File: src/hw/mem_pkg.sv
package mem_pkg;

	// instruction class seen by the memory stage
	typedef enum logic [3:0] {
		OP_ALU = 4'd0,
		OP_LB  = 4'd1,
		OP_LH  = 4'd2,
		OP_LW  = 4'd3,
		OP_LBU = 4'd4,
		OP_LHU = 4'd5,
		OP_SB  = 4'd6,
		OP_SH  = 4'd7,
		OP_SW  = 4'd8
	} mem_op_t;

	typedef struct packed {
		mem_op_t     op;
		logic [4:0]  rd;
		logic        we;
		logic [31:0] alu_res;  // result or effective address
		logic [31:0] rt_data;  // store source
	} ex_mem_t;

	typedef struct packed {
		logic [4:0]  rd;
		logic        we;
		logic [31:0] wdata;
	} mem_wb_t;

	typedef struct packed {
		logic [31:0] addr;  // word aligned
		logic        wr;
		logic [3:0]  sel;   // byte lane enables
		logic [31:0] wdata;
	} ram_req_t;

	// one memory word, seen as bytes or as halfwords
	typedef union packed {
		logic [3:0][7:0]  b;
		logic [1:0][15:0] h;
	} mem_word_u;

endpackage

File: src/hw/ex_mem_reg.sv
`timescale 1ns/100ps

module ex_mem_reg import mem_pkg::*; (
	input  logic    clk,
	input  logic    rst,
	input  logic    in_valid_i,
	output logic    in_ready_o,
	input  ex_mem_t in_data_i,
	output logic    out_valid_o,
	input  logic    out_ready_i,
	output ex_mem_t out_data_o
);

	logic    valid_q;
	ex_mem_t data_q;

	// free when empty or being drained this cycle
	assign in_ready_o = !valid_q || out_ready_i;

	always_ff @(posedge clk) begin
		if (rst) begin
			valid_q <= 1'b0;
		end else if (in_valid_i && in_ready_o) begin
			valid_q <= 1'b1;
		end else if (out_ready_i) begin
			valid_q <= 1'b0;  // taken, nothing new
		end
	end

	always_ff @(posedge clk) begin
		if (in_valid_i && in_ready_o) begin
			data_q <= in_data_i;
		end
	end

	assign out_valid_o = valid_q;
	assign out_data_o  = data_q;

endmodule

File: config.mk
export PLATFORM = sky130hd
export DESIGN_NAME = ex_mem_reg
export DESIGN_NICKNAME = d
export VERILOG_FILES = /design/src/hw/mem_pkg.sv /design/src/hw/ex_mem_reg.sv
export SDC_FILE = /design/constraint.sdc
export NUM_CORES = 1
export LEC_CHECK = 0
export BUFFER_PORTS_ARGS = -buffer_cell sky130_fd_sc_hd__buf_2
export CORE_UTILIZATION = 41
export DETAILED_ROUTE_END_ITERATION = 16
export PLACE_DENSITY = 0.79
export SLEW_MARGIN = 40
export SYNTH_ARGS = -nofsm -noshare
export SYNTH_HDL_FRONTEND = slang
export SYNTH_SLANG_ARGS = --single-unit
File: constraint.sdc
create_clock -name clk -period 2 [get_ports clk]
set_input_delay 0.2 -clock clk [delete_from_list [all_inputs] [get_ports clk]]
set_output_delay 0.2 -clock clk [all_outputs]
set_load 0.01 [all_outputs]
==> results.json <==
{
  "path_max_fanout": 41,
  "core-area_um2": 5240,
  "cp_data_arrival_time_ps": 1350,
  "numPortBuffers": 153,
  "status": "finished, final reports clean",
  "dp_hpwl_um": 3400,
  "drt-total-wl_um": 4650,
  "fin_ws_ps": 628,
  "use_met3_pct": 8.62,
  "initial_core_util_pct": 43.5,
  "grt_max_degree": 42,
  "antenna_found_initial": 0,
  "drt_pass1_iterations": 4,
  "p_per_area_nw_per_um2": 996,
  "use_met2_pct": 30.2,
  "busiest_layer": "met2",
  "drt_iter0_drc": 39,
  "syn_avg_cell_area_um2": 28.8,
  "syn2layout_area_growth_pct": 48.5,
  "tritoncts": "yes",
  "ant_nets": 0,
  "grt_remaining_overflow": 0,
  "ys_seq_elements": 75,
  "cts_buffers": 9,
  "grt_pass1_wl_um": 6980,
  "period_share_pct": 68.6,
  "synth_top_cell_area_share_pct": 97.6,
  "clockRootBuffer": "clkbuf_8",
  "rsz0062_at_grt": "false",
  "endpoint_kind": "flip-flop",
  "vias": 1391,
  "final-max-slew-violation-count": 0,
  "die_y_um": 76.5,
  "period_needed_ps": 1370,
  "track_usage_pct": 17.0,
  "antennaDiodeCount": 0,
  "cp-start-kind": "flip-flop",
  "postPlaceCellArea_um2": 3150,
  "dieArea_um2": 5860,
  "cellLeakagePower_nw": 1.46,
  "yosys-top-cells-area": "edfxtp_1, dfxtp_1, nand2b_4",
  "clock_sinks": 75,
  "worstSetupPathType": "flip-flop to flip-flop",
  "ff2ff_path_depth": 3,
  "post_cts_resized": 0,
  "drc": 0,
  "hold_path_depth": 1,
  "dpl_worst_slack_ps": 658,
  "syn_inst": 79,
  "ys_seq_area_share_pct": 98.5,
  "drive_gt1_share_pct": 69.3,
  "grt_pass1_vias": 1434,
  "fin_skew_ps": 4.73,
  "syn_nets": 157,
  "peakVddDrop_uv": 621,
  "syn-cell-area_um2": 2280,
  "post-route-cell-area_um2": 3380,
  "fmax_mhz": 729,
  "hold_class": "primary input to flip-flop",
  "cts_max_path_buffers": 2,
  "path_clk_slew_ps": 80,
  "clock_latency_ps": 330,
  "viasPerCell": 4.33,
  "slew_headroom_pct": 67.5,
  "gp_congestion": 0.710,
  "synth_cell_type_count": 6,
  "die_w_um": 76.5,
  "required_ps": 1970,
  "cts_setup_buffers": 0,
  "grt_use_met1_pct": 15.4,
  "synth_warnings": 0,
  "synth_top_area_cell": "edfxtp_1",
  "cts_max_level": 3,
  "num_io_pins": 154,
  "maxCapViolations": 0,
  "fin_setup_tns_ps": 0,
  "nNetsFinal": 324,
  "placementRows": 26,
  "hold_viol": 0,
  "finalSetupViolCount": 0,
  "worstMarginPinSlew_ps": 487,
  "post_drt_wl_per_cell_um": 14.5
}
==> flip-flops by register name, summed over array words and instances, names as in the netlist <==
register	cells
out_data_o	74
out_valid_o	1
==> layer usage <==
layer	routed length [um]	up-vias
met3	482	10
met5	0	-
met4	112	0
li1	-	650
met1	1480	641
met2	2570	90
==> cell type report <==
type	count	area, um2
Timing Repair Buffer	156	791
Multi-Input combinational cell	3	31.3
Inverter	1	3.75
Clock buffer	9	124
Sequential cell	75	2240
Fill cell	400	1860
Clock inverter	7	101
Tap cell	70	87.6
==> final timing paths <==
kind / slack [ps] / from / endpoint
setup / recovery: 630 / out_valid_o / out_data_o[52]
hold reg to reg: 520 / out_valid_o / out_valid_o
setup reg to reg: 630 / out_valid_o / out_data_o[52]
hold / removal: 40 / in_data_i[22] / out_data_o[22]
==> Yosys cell counts <==
cell type	count
edfxtp_1	74
nand2b_4	1
and2_4	1
inv_1	1
dfxtp_1	1
a21oi_2	1
==> per-stage QoR <==
| step | power [mW] | hold WS [ps] | util (%) | instances |
|---|---|---|---|---|
| CTS | 3.41 | 16.6 | 64.5 | 321 |
| floorplan | 1.98 | 262 | - | 79 |
| global route | 3.48 | 6.61 | 64.5 | 321 |
| detailed placement | 2.15 | 364 | 60.1 | 304 |
| finish | 3.37 | 36.5 | 64.5 | 321 |
| global placement | 2.14 | 364 | 60.1 | 304 |
==> placed cells by master (no fill, tap or decap) <==
| cell | n |
|---|---|
| dlygate4sd3_1 | 1 |
| edfxtp_1 | 74 |
| clkinvlp_4 | 2 |
| dfxtp_1 | 1 |
| inv_1 | 1 |
| nand2b_4 | 1 |
| clkbuf_8 | 9 |
| and2_4 | 1 |
| buf_4 | 2 |
| inv_6 | 1 |
| buf_2 | 153 |
| a21oi_2 | 1 |
| bufinv_16 | 2 |
| clkinv_4 | 2 |
==> cell families (layout without fill, tap and decap cells) <==
| logic type | count (synthesis) | in the layout | synth area share [%] |
|---|---|---|---|
| compound gates | 1 | 1 | 0.385 |
| simple gates | 2 | 2 | 0.989 |
| buf+inv | 1 | 173 | 0.165 |
| flops | 75 | 75 | 98.5 |
==> critical path, cell delays in order, from the launching register on <==
cell and delay (ps):
dfxtp_1 340, nand2b_4 90, and2_4 150, buf_4 420
==> timing repair <==
action                                  4_1_cts  5_1_grt
endpoints found under the setup margin        0        0
hold buffers                                  1        0
hold endpoints to repair                      1        0
==> where the power goes <==
part           leakage, nW  switching, mW  internal (mW)
combinational        0.634          0.139          0.117
sequential           0.724         0.0196           1.83
clock                0.106          0.546          0.710
Note: power is estimated with default switching activity, not from simulation.
