==> src/hw/mem_pkg.sv <==
package mem_pkg;

	// instruction class seen by the memory stage
	typedef enum logic [3:0] {
		OP_ALU = 4'd0,
		OP_LB  = 4'd1,
		OP_LH  = 4'd2,
		OP_LW  = 4'd3,
		OP_LBU = 4'd4,
		OP_LHU = 4'd5,
		OP_SB  = 4'd6,
		OP_SH  = 4'd7,
		OP_SW  = 4'd8
	} mem_op_t;

	typedef struct packed {
		mem_op_t     op;
		logic [4:0]  rd;
		logic        we;
		logic [31:0] alu_res;  // result or effective address
		logic [31:0] rt_data;  // store source
	} ex_mem_t;

	typedef struct packed {
		logic [4:0]  rd;
		logic        we;
		logic [31:0] wdata;
	} mem_wb_t;

	typedef struct packed {
		logic [31:0] addr;  // word aligned
		logic        wr;
		logic [3:0]  sel;   // byte lane enables
		logic [31:0] wdata;
	} ram_req_t;

	// one memory word, seen as bytes or as halfwords
	typedef union packed {
		logic [3:0][7:0]  b;
		logic [1:0][15:0] h;
	} mem_word_u;

endpackage

==> src/hw/mem_access.sv <==
`timescale 1ns/100ps

module mem_access import mem_pkg::*; (
	input  logic        clk,
	input  logic        rst,
	input  logic        in_valid_i,
	output logic        in_ready_o,
	input  ex_mem_t     in_data_i,
	output logic        ram_req_valid_o,
	input  logic        ram_req_ready_i,
	output ram_req_t    ram_req_o,
	input  logic        ram_rsp_valid_i,
	input  logic [31:0] ram_rdata_i,
	output mem_op_t     align_op_o,
	output logic [1:0]  align_ofs_o,
	input  logic [31:0] align_data_i,
	output logic        wb_valid_o,
	input  logic        wb_ready_i,
	output mem_wb_t     wb_data_o
);

	typedef enum logic [1:0] {ST_IDLE, ST_WAIT, ST_HOLD} state_t;

	state_t     state_q;
	mem_op_t    op_q;
	logic [1:0] ofs_q;
	mem_wb_t    wb_q;
	logic       is_load;
	logic       is_store;
	logic       accept;
	logic [3:0] sel;
	mem_word_u  st_word;

	assign is_load  = in_data_i.op inside {OP_LB, OP_LH, OP_LW, OP_LBU, OP_LHU};
	assign is_store = in_data_i.op inside {OP_SB, OP_SH, OP_SW};

	// ram is always idle here once we are back in ST_IDLE
	assign in_ready_o      = (state_q == ST_IDLE) && ram_req_ready_i;
	assign accept          = in_valid_i && in_ready_o;
	assign ram_req_valid_o = in_valid_i && (state_q == ST_IDLE) && (is_load || is_store);

	always_comb begin
		sel     = 4'b0000;
		st_word = in_data_i.rt_data;
		case (in_data_i.op)
			OP_SB: begin
				st_word.b = {4{in_data_i.rt_data[7:0]}};
				case (in_data_i.alu_res[1:0])
					2'b00:   sel = 4'b0001;
					2'b01:   sel = 4'b0010;
					2'b10:   sel = 4'b0100;
					default: sel = 4'b1000;
				endcase
			end
			OP_SH: begin
				st_word.h = {2{in_data_i.rt_data[15:0]}};
				case (in_data_i.alu_res[1:0])
					2'b00:   sel = 4'b0011;
					2'b10:   sel = 4'b1100;
					default: sel = 4'b0000;  // misaligned so no write
				endcase
			end
			OP_SW: begin
				sel = (in_data_i.alu_res[1:0] == 2'b00) ? 4'b1111 : 4'b0000;
			end
			default: ;
		endcase
	end

	always_comb begin
		ram_req_o.addr  = {in_data_i.alu_res[31:2], 2'b00};
		ram_req_o.wr    = is_store;
		ram_req_o.sel   = sel;
		ram_req_o.wdata = st_word;
	end

	always_ff @(posedge clk) begin
		if (rst) begin
			state_q <= ST_IDLE;
		end else begin
			case (state_q)
				ST_IDLE: begin
					if (accept) begin
						state_q <= (is_load || is_store) ? ST_WAIT : ST_HOLD;
					end
				end
				ST_WAIT: begin
					if (ram_rsp_valid_i) begin
						state_q <= ST_HOLD;
					end
				end
				ST_HOLD: begin
					if (wb_ready_i) begin
						state_q <= ST_IDLE;
					end
				end
				default: state_q <= ST_IDLE;
			endcase
		end
	end

	always_ff @(posedge clk) begin
		if (accept) begin
			op_q  <= in_data_i.op;
			ofs_q <= in_data_i.alu_res[1:0];
			wb_q  <= '{rd: in_data_i.rd, we: in_data_i.we, wdata: in_data_i.alu_res};
		end else if (state_q == ST_WAIT && ram_rsp_valid_i) begin
			if (op_q inside {OP_SB, OP_SH, OP_SW}) begin
				wb_q.we    <= 1'b0;  // stores write no register
				wb_q.wdata <= '0;
			end else begin
				wb_q.wdata <= align_data_i;
			end
		end
	end

	assign align_op_o  = op_q;
	assign align_ofs_o = ofs_q;
	assign wb_valid_o  = (state_q == ST_HOLD);
	assign wb_data_o   = wb_q;

endmodule

==> config.mk <==
export PLATFORM = sky130hd
export DESIGN_NAME = mem_access
export DESIGN_NICKNAME = d
export VERILOG_FILES = /design/src/hw/mem_pkg.sv /design/src/hw/mem_access.sv
export SDC_FILE = /design/constraint.sdc
export NUM_CORES = 1
export LEC_CHECK = 0
export BUFFER_PORTS_ARGS = -buffer_cell sky130_fd_sc_hd__buf_2
export CORE_MARGIN = 8
export CORE_UTILIZATION = 25
export DETAILED_ROUTE_END_ITERATION = 12
export HOLD_SLACK_MARGIN = 0.08
export PLACE_DENSITY = 0.65
export RECOVER_POWER = 50
export SLEW_MARGIN = 20
export SYNTH_ARGS = -nofsm -noshare
export SYNTH_HDL_FRONTEND = slang
export SYNTH_SLANG_ARGS = --single-unit
export TNS_END_PERCENT = 20
==> constraint.sdc <==
create_clock -name clk -period 3.2 [get_ports clk]
set_clock_uncertainty 0.05 [all_clocks]
set_input_delay 0.32 -clock clk [delete_from_list [all_inputs] [get_ports clk]]
set_output_delay 0.32 -clock clk [all_outputs]
set_load 0.03 [all_outputs]
==> out/qor.csv <==
metric,value,unit
Buffers & Inverters on Critical Path,2,
status,finished clean,
Final Cycle Share,0.6993,
sequential area share after synthesis,0.5186,
post-route ant nets,0,
endpoint class of the critical path,output pin,
Final nets,553,
RSZ-0062 raised after global routing,no,
Placed Cells,538,
Max Fanout on Critical Path,16,
Area Growth Syn to Fin,35.08,%
total global-route track usage,0.1196,
Pleak,1.574,nW
Post-CTS Hold Fix Bufs,0,
worst skew pair latency,0.28,ns
Reg2Reg Depth,4,
I/O Buffers,225,
Routed WL per cell,16.37,µm
routed via count,2404,
CTS Sinks,46,
Post-Synth Adder-Cell Area,0,
ys flop type,edfxtp_1,
maximum clock path buffer count,2,
Final Cell Area,0.003546,mm²
die height,118.5,µm
CP startpoint kind,input port,
Post-synth EDFFs,44,
Post-Synth XOR/XNOR Area,0.003337,
DRT iter0 DRCs,105,
Fillers,1102,
total gr overflow,0,
post-synth cell types,36,
largest family of logic cells by synthesized area,compound AO/OA/AOI/OAI gates,
boundary pin count,260,
fin crit period,2.238,ns
Post-Synthesis Cells,225,
first-pass GRT wire length,13850,µm
WP data arrival,1.87,ns
worst ir drop on vdd,0.0001634,V
Residual DRC,0,
area fraction in compound gates after synthesis,0.1540,
Slew headroom,0.3951,
setup TNS,0,ns
Yosys reg bits,46,
Top delay family on crit path,buffers and inverters,
Final Util,0.3450,
initial core utilization,0.2554,
Final Non-Filler Cells,545,
Levels on crit path,5,
Simple-Gate Fraction of Synth Area,0.1058,
worst-margin pin slew,0.9074,ns
Post-DP Area,0.003582,mm²
number of global-route vias before repair,2723,
CTS tree,yes,
"Hold Vio Cnt, Final",0,
Ant. Diodes,0,
Synth Warn #,0,
required time worst endpoint,2.83,ns
initial antenna violation count,0,
core area,0.01028,mm²
fmax,446.9,MHz
final wirelength,8922,µm
largest net degree at the start of global routing,42,
CP cell instances,"clkbuf_1, nor3_1, xnor2_1, and3_1, buf_2",
H-tree depth,2,
"slowest stage cell, crit path",clkbuf_1,
Clock Pin Slew Worst Setup and Hold Paths,0.08,ns
worst hold path depth,1,
dpl hpwl,7356,µm
routability cong.,0.8489,
power per cell area,432.5,mW/mm²
Mapped Avg Cell Area,11.67,µm²
fin. max-slew vios,0,
Post-synth ARST share,0,
drt pass-1 iters,4,
clock root cell,clkbuf_8,
Die ar.,0.01404,mm²
final number of setup-violating endpoints,0,
CTS resizes,0,
number of setup buffers added after CTS,0,
mapped cell area,0.002625,mm²
# rows,37,
"slowest stage delay, CP",0.66,ns
vias per cell,4.411,
number of max-cap violations,0,
mux contribution to synthesized area,0.06482,
min-delay worst type,input port to flop,
die width,118.5,µm
TritonCTS Buffers,5,
layout cells sized above 1,0.3790,
type of the worst setup path,input port to output pin,
## final timing paths
path	start	end	slack, ns
setup / recovery	in_data_i[70]	ram_req_valid_o	0.96
hold reg to reg	state_q[0]	state_q[1]	0.65
setup reg to reg	state_q[0]	wb_data_o[29]	1.26
hold / removal	in_data_i[65]	wb_data_o[33]	0.16
## layout by cell type, fill, tap and decap left out, drive strengths merged
cell      n
nor2b     1
dfxtp     2
inv       3
a32o      1
and3      1
buf     137
or3b      1
a22o     32
edfxtp   44
a311oi    1
nand2    35
a21oi     3
clkinv    2
and2b     2
clkbuf   97
nand3b    1
nor2      4
nor4b     2
and3b     1
nor3      1
o221ai    1
mux2      8
xnor2     1
nor4bb    1
and2      2
o21ai     8
mux2i     8
nand2b    2
a221oi    1
conb      2
a211oi    1
nand4b    1
o31ai     1
or4b      1
## power by group
group,internal (mW),leakage (nW),total (mW),switching [mW]
sequential,0.712,0.432,0.725,0.0127
combinational,0.149,1.10,0.482,0.333
clock,0.147,0.0438,0.327,0.180
total,1.01,1.57,1.53,0.526
## area by class of cell
type,instances,area (µm²),share of cell area
sequential,46,1361,0.3839
timing repair buffer,229,1041,0.2936
multi-input combinational,124,883.3,0.2491
tap,136,170.2,0.04799
clock buffer,5,68.82,0.01941
inverter,3,11.26,0.003176
clock inverter,2,10.01,0.002823
## layer usage
layer	global-route usage	up-vias	share of wire
met5	0	-	0
met4	0.02213	0	0.0028
met3	0.05902	2	0.11
met2	0.2245	164	0.50
met1	0.1166	1081	0.39
li1	-	1157	-
## flip-flops by register name (all words and copies together), names as in the netlist
signal / flops
wb_data_o: 38
align_op_o: 4
state_q: 2
align_ofs_o: 2
## synth_stat cells, drive strengths merged (2+ instances only)
cell type / instances / area [µm²]
nor2: 4 / 17.52
a21oi: 3 / 15.01
mux2i: 8 / 80.08
edfxtp: 44 / 1321
buf: 49 / 372.9
o21ai: 8 / 40.04
nand2b: 2 / 12.51
and2: 2 / 12.51
dfxtp: 2 / 40.04
mux2: 8 / 90.09
a22o: 32 / 280.3
inv: 3 / 11.26
nand2: 35 / 131.4
clkbuf: 4 / 15.01
nor4b: 2 / 17.52
and2b: 2 / 15.01
## through the flow
stage / hold WS (ns) / setup slack [ns] / power, mW
global placement: 0.4488 / 1.097 / 1.236
floorplan: 0.3487 / 1.193 / 1.088
global route: 0.1328 / 0.6986 / 1.614
detailed placement: 0.4501 / 1.078 / 1.244
finish: 0.1570 / 0.9622 / 1.534
CTS: 0.1441 / 1.067 / 1.577
## cells by family after synthesis
logic type | after synthesis
compound gates | 49
simple gates | 56
other cells | 1
xor+xnor | 1
buf+inv | 56
flops | 46
mux | 16
Power figures use the tool's default switching activity.
