===== src/hw/mem_pkg.sv =====
package mem_pkg;

	// instruction class seen by the memory stage
	typedef enum logic [3:0] {
		OP_ALU = 4'd0,
		OP_LB  = 4'd1,
		OP_LH  = 4'd2,
		OP_LW  = 4'd3,
		OP_LBU = 4'd4,
		OP_LHU = 4'd5,
		OP_SB  = 4'd6,
		OP_SH  = 4'd7,
		OP_SW  = 4'd8
	} mem_op_t;

	typedef struct packed {
		mem_op_t     op;
		logic [4:0]  rd;
		logic        we;
		logic [31:0] alu_res;  // result or effective address
		logic [31:0] rt_data;  // store source
	} ex_mem_t;

	typedef struct packed {
		logic [4:0]  rd;
		logic        we;
		logic [31:0] wdata;
	} mem_wb_t;

	typedef struct packed {
		logic [31:0] addr;  // word aligned
		logic        wr;
		logic [3:0]  sel;   // byte lane enables
		logic [31:0] wdata;
	} ram_req_t;

	// one memory word, seen as bytes or as halfwords
	typedef union packed {
		logic [3:0][7:0]  b;
		logic [1:0][15:0] h;
	} mem_word_u;

endpackage


===== src/hw/load_align.sv =====
`timescale 1ns/100ps

module load_align import mem_pkg::*; (
	input  mem_op_t     op_i,
	input  logic [1:0]  ofs_i,
	input  logic [31:0] rdata_i,
	output logic [31:0] data_o
);

	mem_word_u   word;
	logic [7:0]  byte_sel;
	logic [15:0] half_sel;

	assign word     = rdata_i;
	assign byte_sel = word.b[ofs_i];
	assign half_sel = word.h[ofs_i[1]];

	always_comb begin
		data_o = '0;  // misaligned loads read zero
		case (op_i)
			OP_LB: begin
				data_o = {{24{byte_sel[7]}}, byte_sel};
			end
			OP_LBU: begin
				data_o = {24'b0, byte_sel};
			end
			OP_LH: begin
				if (!ofs_i[0]) begin
					data_o = {{16{half_sel[15]}}, half_sel};
				end
			end
			OP_LHU: begin
				if (!ofs_i[0]) begin
					data_o = {16'b0, half_sel};
				end
			end
			OP_LW: begin
				if (ofs_i == 2'b00) begin
					data_o = rdata_i;
				end
			end
			default: ;
		endcase
	end

endmodule


===== config.mk =====
export PLATFORM = sky130hd
export DESIGN_NAME = load_align
export DESIGN_NICKNAME = d
export VERILOG_FILES = /design/src/hw/mem_pkg.sv /design/src/hw/load_align.sv
export SDC_FILE = /design/constraint.sdc
export NUM_CORES = 1
export LEC_CHECK = 0
export ABC_AREA = 1
export BUFFER_PORTS_ARGS = -buffer_cell sky130_fd_sc_hd__buf_2
export CAP_MARGIN = 20
export CORE_ASPECT_RATIO = 1.25
export CORE_MARGIN = 4
export CORE_UTILIZATION = 45
export DETAILED_ROUTE_END_ITERATION = 8
export PLACE_DENSITY = 0.85
export REMOVE_ABC_BUFFERS = 1
export SYNTH_ARGS = -nofsm -noshare
export SYNTH_HDL_FRONTEND = slang
export SYNTH_SLANG_ARGS = --single-unit
export TNS_END_PERCENT = 50

===== constraint.sdc =====
create_clock -name vclk -period 1
set_input_delay 0.05 -clock vclk [all_inputs]
set_output_delay 0.05 -clock vclk [all_outputs]
set_load 0.03 [all_outputs]

==> results.ini, run 1 <==
[synth]
seq_area_frac_synth=0
synth-xor-area-share=0
synth_compound_gate_area_share=0.0881
synth_area_mm2=0.00108
syn-instance-count=229
synth_top_family_by_area=simple AND/OR/NAND/NOR gates
ys_warn_count=0
synth_cell_types=20
synthMuxAreaShare=0
synth_fa_ha_area_frac=0
synth-simple-area-share=0.783
synth.avg_cell_area_um2=4.72

[status]
stop_stage=5_1_grt
firstError=[ERROR DPL-0038] Utilization greater than 100%, impossible to legalize
status=stopped before the end

[floorplan]
io_pins=70
rows=19
start_util=0.483
die_x_um=51.8
die_h_um=62.8

[clock_network]
hold_buffers=0

[place]
numPortBuffers=70
hpwl_um=3280
gp_congestion=0.906
place_ws_ps=-243

[sta]
worst_endpoint=data_o[6]
worstEpCategory=primary output

[global_route]
grt_max_degree=25

==> stage by stage <==
step | cells | cell area [um^2]
after floorplan | 217 | 1010
after global placement | 346 | 1620
after detailed placement | 346 | 1620
after CTS | 353 | 2080
==> cell usage after synthesis <==
library cell	count	area, um^2
nor2_4	3	33.8
buf_6	2	22.5
nand2_2	2	12.5
o21ai_1	1	5.00
nand3_1	61	305
nor2_1	18	67.6
nor2_2	2	12.5
inv_2	1	3.75
nand4_2	2	25.0
buf_4	1	7.51
nand4_1	1	6.26
nor3_1	7	35.0
clkbuf_1	2	7.51
nand3_2	4	40.0
buf_2	6	30.0
o21ai_0	18	90.1
nand2_4	1	11.3
inv_1	17	63.8
nand2_1	79	297
buf_1	1	3.75
==> what timing repair did <==
item,in CTS
setup endpoints to repair,32
pin swaps,14
buffers inserted,3
resized for setup,117
cloned,4
==> cells by family after synthesis <==
kind of cell | Yosys count
AOI/OAI and AO/OA | 19
buffers and inverters | 30
and+or+nand+nor | 180
==> run 2: changes to the inputs <==
- CORE_AREA: not set -> 4 4 65 67
- CORE_ASPECT_RATIO: 1.25 -> not set
- CORE_MARGIN: 4 -> not set
- CORE_UTILIZATION: 45 -> not set
- DIE_AREA: not set -> 0 0 69 71
- PLACE_DENSITY: 0.85 -> not set
- PLACE_DENSITY_LB_ADDON: not set -> 0.15
==> results.ini, run 2 <==
[global_route]
grt_pass1_wl_um=7900
grt_max_degree=21
track_usage=0.185
grt_overflow_total=0
grt_pass1_vias=1663
antenna_found_initial=0

[detailed_routing]
viasPerCell=5.05
drt-pass1-iter-count=5
drc=0
drt_iter0_markers=116
vias=1873
ant_nets=0
wl_per_cell_um=13.9
routed_wl_um=5160

[hold_path]
worstHoldStart=rdata_i[25]
whs_path_depth=4
hp-class=in -> out
whs_endpoint=data_o[25]

[floorplan]
die_h_um=71  ; +13%
io_pins=70  ; unchanged
start_util=0.297  ; -0.186
rows=22  ; +3
die_x_um=69  ; +33%
core_area_mm2=0.00363
die_area_mm2=0.00490

[flow_run]
cap_violations=0

[sta]
fin_hold_ws_ps=474
period_share=1.14
tightest_slew_ps=251
tns_ps=-2830
drv_slew=0
hold_violations=0
min_period_ps=1140
relSlewSlack=0.831
fin_ws_ps=-142
rsz0062_at_grt=yes
setup_viol_count_final=32
clock.fmax_ghz=0.876

[cells_and_area]
layout_common_cells=nand2_1, nand3_1, buf_6
register_area_um2=0
syn_to_final_growth_pct=102
nClkBuffers=0
utilization=0.602
nNetsFinal=363
final_cells=371
n_antenna_cell=0
final_common_cell=nand2_1
drive_gt1_frac=0.471
design.seq.count=0

[place]
hpwl_um=3340  ; +1.7%
numPortBuffers=70  ; unchanged
place_ws_ps=-199  ; +43.7 ps
gp_congestion=0.872  ; -3.7%
dp_cells=361  ; +4.3%

[worst_setup_path]
endpoint_kind=output port
required_ps=950
cp.arrival_ps=1090
startpoint_type=input pin
path_max_fanout=7
criticalPathCategory=in -> out

[synth]
synth.avg_cell_area_um2=4.72  ; unchanged
synth_top_area_frac=0.283  ; unchanged
ys_top_cells_by_count=nand2_1, nand3_1, nor2_1, o21ai_0, inv_1
synth.area.top_cells=nand3_1, nand2_1, o21ai_0
synth_most_common_cell=nand2_1
synth_cell_types=20  ; unchanged
syn-instance-count=229  ; unchanged
seq_area_frac_synth=0  ; unchanged
synth_area_mm2=0.00108  ; unchanged
synth_top_area_cell=nand3_1
ys_warn_count=0  ; unchanged

[power_and_ir_drop]
leakagePower_uw=0.00125
vdd_drop_max_mv=0.135
p_per_area_mw_per_mm2=381

[status]
violations=setup timing
status=finished with violations

[clock_network]
hold_buffers=0  ; unchanged

[run 2: cell counts after synthesis]
Identical to the previous run, type by type.
[run 2: critical path, stage by stage]
cell and delay (ps):
buf_12 110, nor2_4 110, buf_6 120, clkinvlp_4 180, nor3_2 240, nor2_1 60
nand3_1 80, buf_6 130
[run 2: layout make-up]
class                           instances  area, um^2
Timing Repair Buffer                  102         901
Fill cell                             390        1450
Inverter                               18        73.8
Tap cell                               48        60.1
Multi-Input combinational cell        203        1150
[run 2: kinds of logic (layout without fill, tap and decap cells)]
kind of cell / Yosys count / in the layout / share of synthesized area
and+or+nand+nor: 180 / 184 / 0.783
AOI/OAI and AO/OA: 19 / 19 / 0.0881
buffers and inverters: 30 / 120 / 0.129
[run 2: power by group]
part           internal (uW)  switching (uW)  total [uW]
Combinational            356             476         832
Sequential                 0               0           0
Clock                      0               0           0
[run 2: stage by stage]
step           total power (uW)  cell area (um^2)
3_3_place_gp                623              1650
4_1_cts                     770              2040
5_1_grt                     895              2190
6_report                    832              2190
2_1_floorplan               323              1010
3_5_place_dp                627              1650
[run 2: timing repair]
action	CTS	global route
buffers inserted	4	2
gates cloned	3	2
resized for setup	96	37
pin swaps	9	13
setup endpoints to repair	32	32
[run 2: worst max path at each step]
| stage | startpoint | end | slack [ps] | cells after the start |
|---|---|---|---|---|
| after floorplan | ofs_i[1] | data_o[11] | -250 | 5 |
| after global placement | ofs_i[1] | data_o[28] | -180 | 8 |
| after detailed placement | ofs_i[1] | data_o[24] | -200 | 8 |
| after CTS | ofs_i[0] | data_o[13] | -120 | 8 |
| after global routing | ofs_i[0] | data_o[13] | -170 | 8 |
| final | ofs_i[0] | data_o[11] | -140 | 8 |
[run 2: layer usage]
layer  GRT usage  part of all wire  vias up  wire length [um]
li1            -                 -      951                 -
met1       0.244              0.44      852              2250
met2       0.336              0.49       66              2550
met3      0.0185             0.060        4               310
met4      0.0195            0.0099        0                51
met5           0                 0        -                 0
Note: power is estimated with default switching activity, not from simulation.
==> run 3: changes to the inputs <==
- PLACE_DENSITY: not set -> 0.66
- PLACE_DENSITY_LB_ADDON: 0.15 -> not set
- clock period: 1 -> 1.1 ns (I/O delays scaled with it)
==> results.ini, run 3 (synthesized netlist as in run 2, its figures left out) <==
[status]
status=finished with violations
violations=setup timing

[worst_setup_path]
required_ps=1040  ; +90 ps
endpoint_kind=output port
cp_slowest_cell=clkbuf_16
path_max_fanout=6  ; -1
startpoint_type=input pin
cp.arrival_ps=1150  ; +60 ps
cpPeakStageDelay_ps=170  ; -70 ps
path_cells=buf_12 -> nor2_4 -> buf_4 -> nand2_2 -> nand4_4 -> nand2_4 -> clkbuf_16 -> nand3_1 -> buf_6
criticalPathCategory=in -> out

[place]
numPortBuffers=70  ; unchanged
gp_congestion=0.845  ; -3.2%
hpwl_um=3350  ; +0.39%
place_ws_ps=-190  ; +9.23 ps

[power_and_ir_drop]
switching_power_uw=395  ; -17%
p_seq_frac=0  ; unchanged
vdd_drop_max_mv=0.148  ; +9.5%
p_per_area_mw_per_mm2=340  ; -11%
pwr-share-comb=1.000  ; about the same
swShare=0.569  ; -0.00295
p_int_uw=300  ; -16%
leakagePower_uw=0.00117  ; -6.0%
power.share.clock=0  ; unchanged

[detailed_routing]
drt-pass1-iter-count=4  ; -1
drc=0  ; unchanged
drt_iter0_markers=116  ; unchanged
viasPerCell=4.95  ; -2.0%
vias=1810  ; -3.4%
wl_per_cell_um=12.6  ; -9.0%
routed_wl_um=4630  ; -10%
ant_nets=0  ; unchanged

[cells_and_area]
design.seq.count=0  ; unchanged
final_common_cell=nand2_1
nNetsFinal=358  ; -1.4%
nClkBuffers=0  ; unchanged
register_area_um2=0  ; unchanged
layout_common_cells=nand2_1, nand3_1, buf_2
n_antenna_cell=0  ; unchanged
syn_to_final_growth_pct=89.3
drive_gt1_frac=0.418  ; -0.0523

[floorplan]
core_area_mm2=0.00363  ; unchanged
io_pins=70  ; unchanged
die_area_mm2=0.00490  ; unchanged
die_h_um=71  ; unchanged
die_x_um=69  ; unchanged
rows=22  ; unchanged
start_util=0.297  ; unchanged

[sta]
hold_violations=0  ; unchanged
rsz0062_at_grt=yes
period_share=1.09
relSlewSlack=0.836  ; +0.00585
clock.fmax_ghz=0.833
fin_ws_ps=-100  ; +41.4 ps
setup_viol_count_final=25  ; -22%
min_period_ps=1200
tightest_slew_ps=243  ; -8.69 ps
tns_ps=-1160  ; +1670 ps
drv_slew=0  ; unchanged

[global_route]
track_usage=0.176  ; -0.00969
grt_pass1_vias=1728  ; +3.9%
grt_overflow_total=0  ; unchanged
grt_pass1_wl_um=7600  ; -3.8%
grt_max_degree=25  ; +19%
antenna_found_initial=0  ; unchanged

[hold_path]
hp-class=in -> out

[flow_run]
cap_violations=0  ; unchanged

run 3: cell count changes in the layout (fill, tap and decap cells not counted), moves of 2 or more:
cell	before	now
inv_1	11	13
nand3_1	49	58
nand2_4	6	2
nand2_1	73	76
buf_2	34	36
buf_6	38	34
nand2_8	2	0
nand3_2	16	7
run 3: power by group through the flow:
stage,combinational (uW),clock [uW],sequential (uW)
floorplan,293,0,0
global placement,552,0,0
detailed placement,557,0,0
CTS,639,0,0
global route,754,0,0
finish,695,0,0
run 3: final timing paths:
path | start | end | cells after the start
worst max-delay path | ofs_i[0] | data_o[26] | 9
worst min-delay path | rdata_i[25] | data_o[25] | 4
run 3: area by class of cell:
| cell class | instances | area (um^2) |
|---|---|---|
| well taps | 48 | 60.1 |
| multi-input cells | 199 | 1020 |
| repair buffers | 101 | 891 |
| fillers | 371 | 1590 |
| inverters | 18 | 71.3 |
run 3: metal layers:
| metal | vias up | routed length, um | GRT usage |
|---|---|---|---|
| met5 | - | 0 | 0 |
| met4 | 0 | 60 | 0.0217 |
| met3 | 10 | 322 | 0.0156 |
| met2 | 79 | 2310 | 0.319 |
| met1 | 786 | 1940 | 0.231 |
| li1 | 935 | - | - |
run 3: metrics by stage:
step                area, um^2  hold WS [ps]  cells  total power, uW  utilization
floorplan                 1010           410    217              293            -
global placement          1640           519    360              552        0.452
detailed placement        1640           520    360              557        0.452
CTS                       1900           490    364              639        0.523
global route              2040           505    366              754        0.563
finish                    2040           482    366              695        0.563
run 3: worst max-delay path: cells and delay by family:
| kind | cells | cell delay, ps |
|---|---|---|
| buffers and inverters | 4 | 570 |
| and+or+nand+nor | 5 | 520 |
run 3: timing repair:
action	in CTS	in global routing
setup endpoints to repair	31	32
gates resized for setup	68	39
gates cloned	0	1
hold buffers	0	0
buffers inserted	4	1
pin swaps	5	4
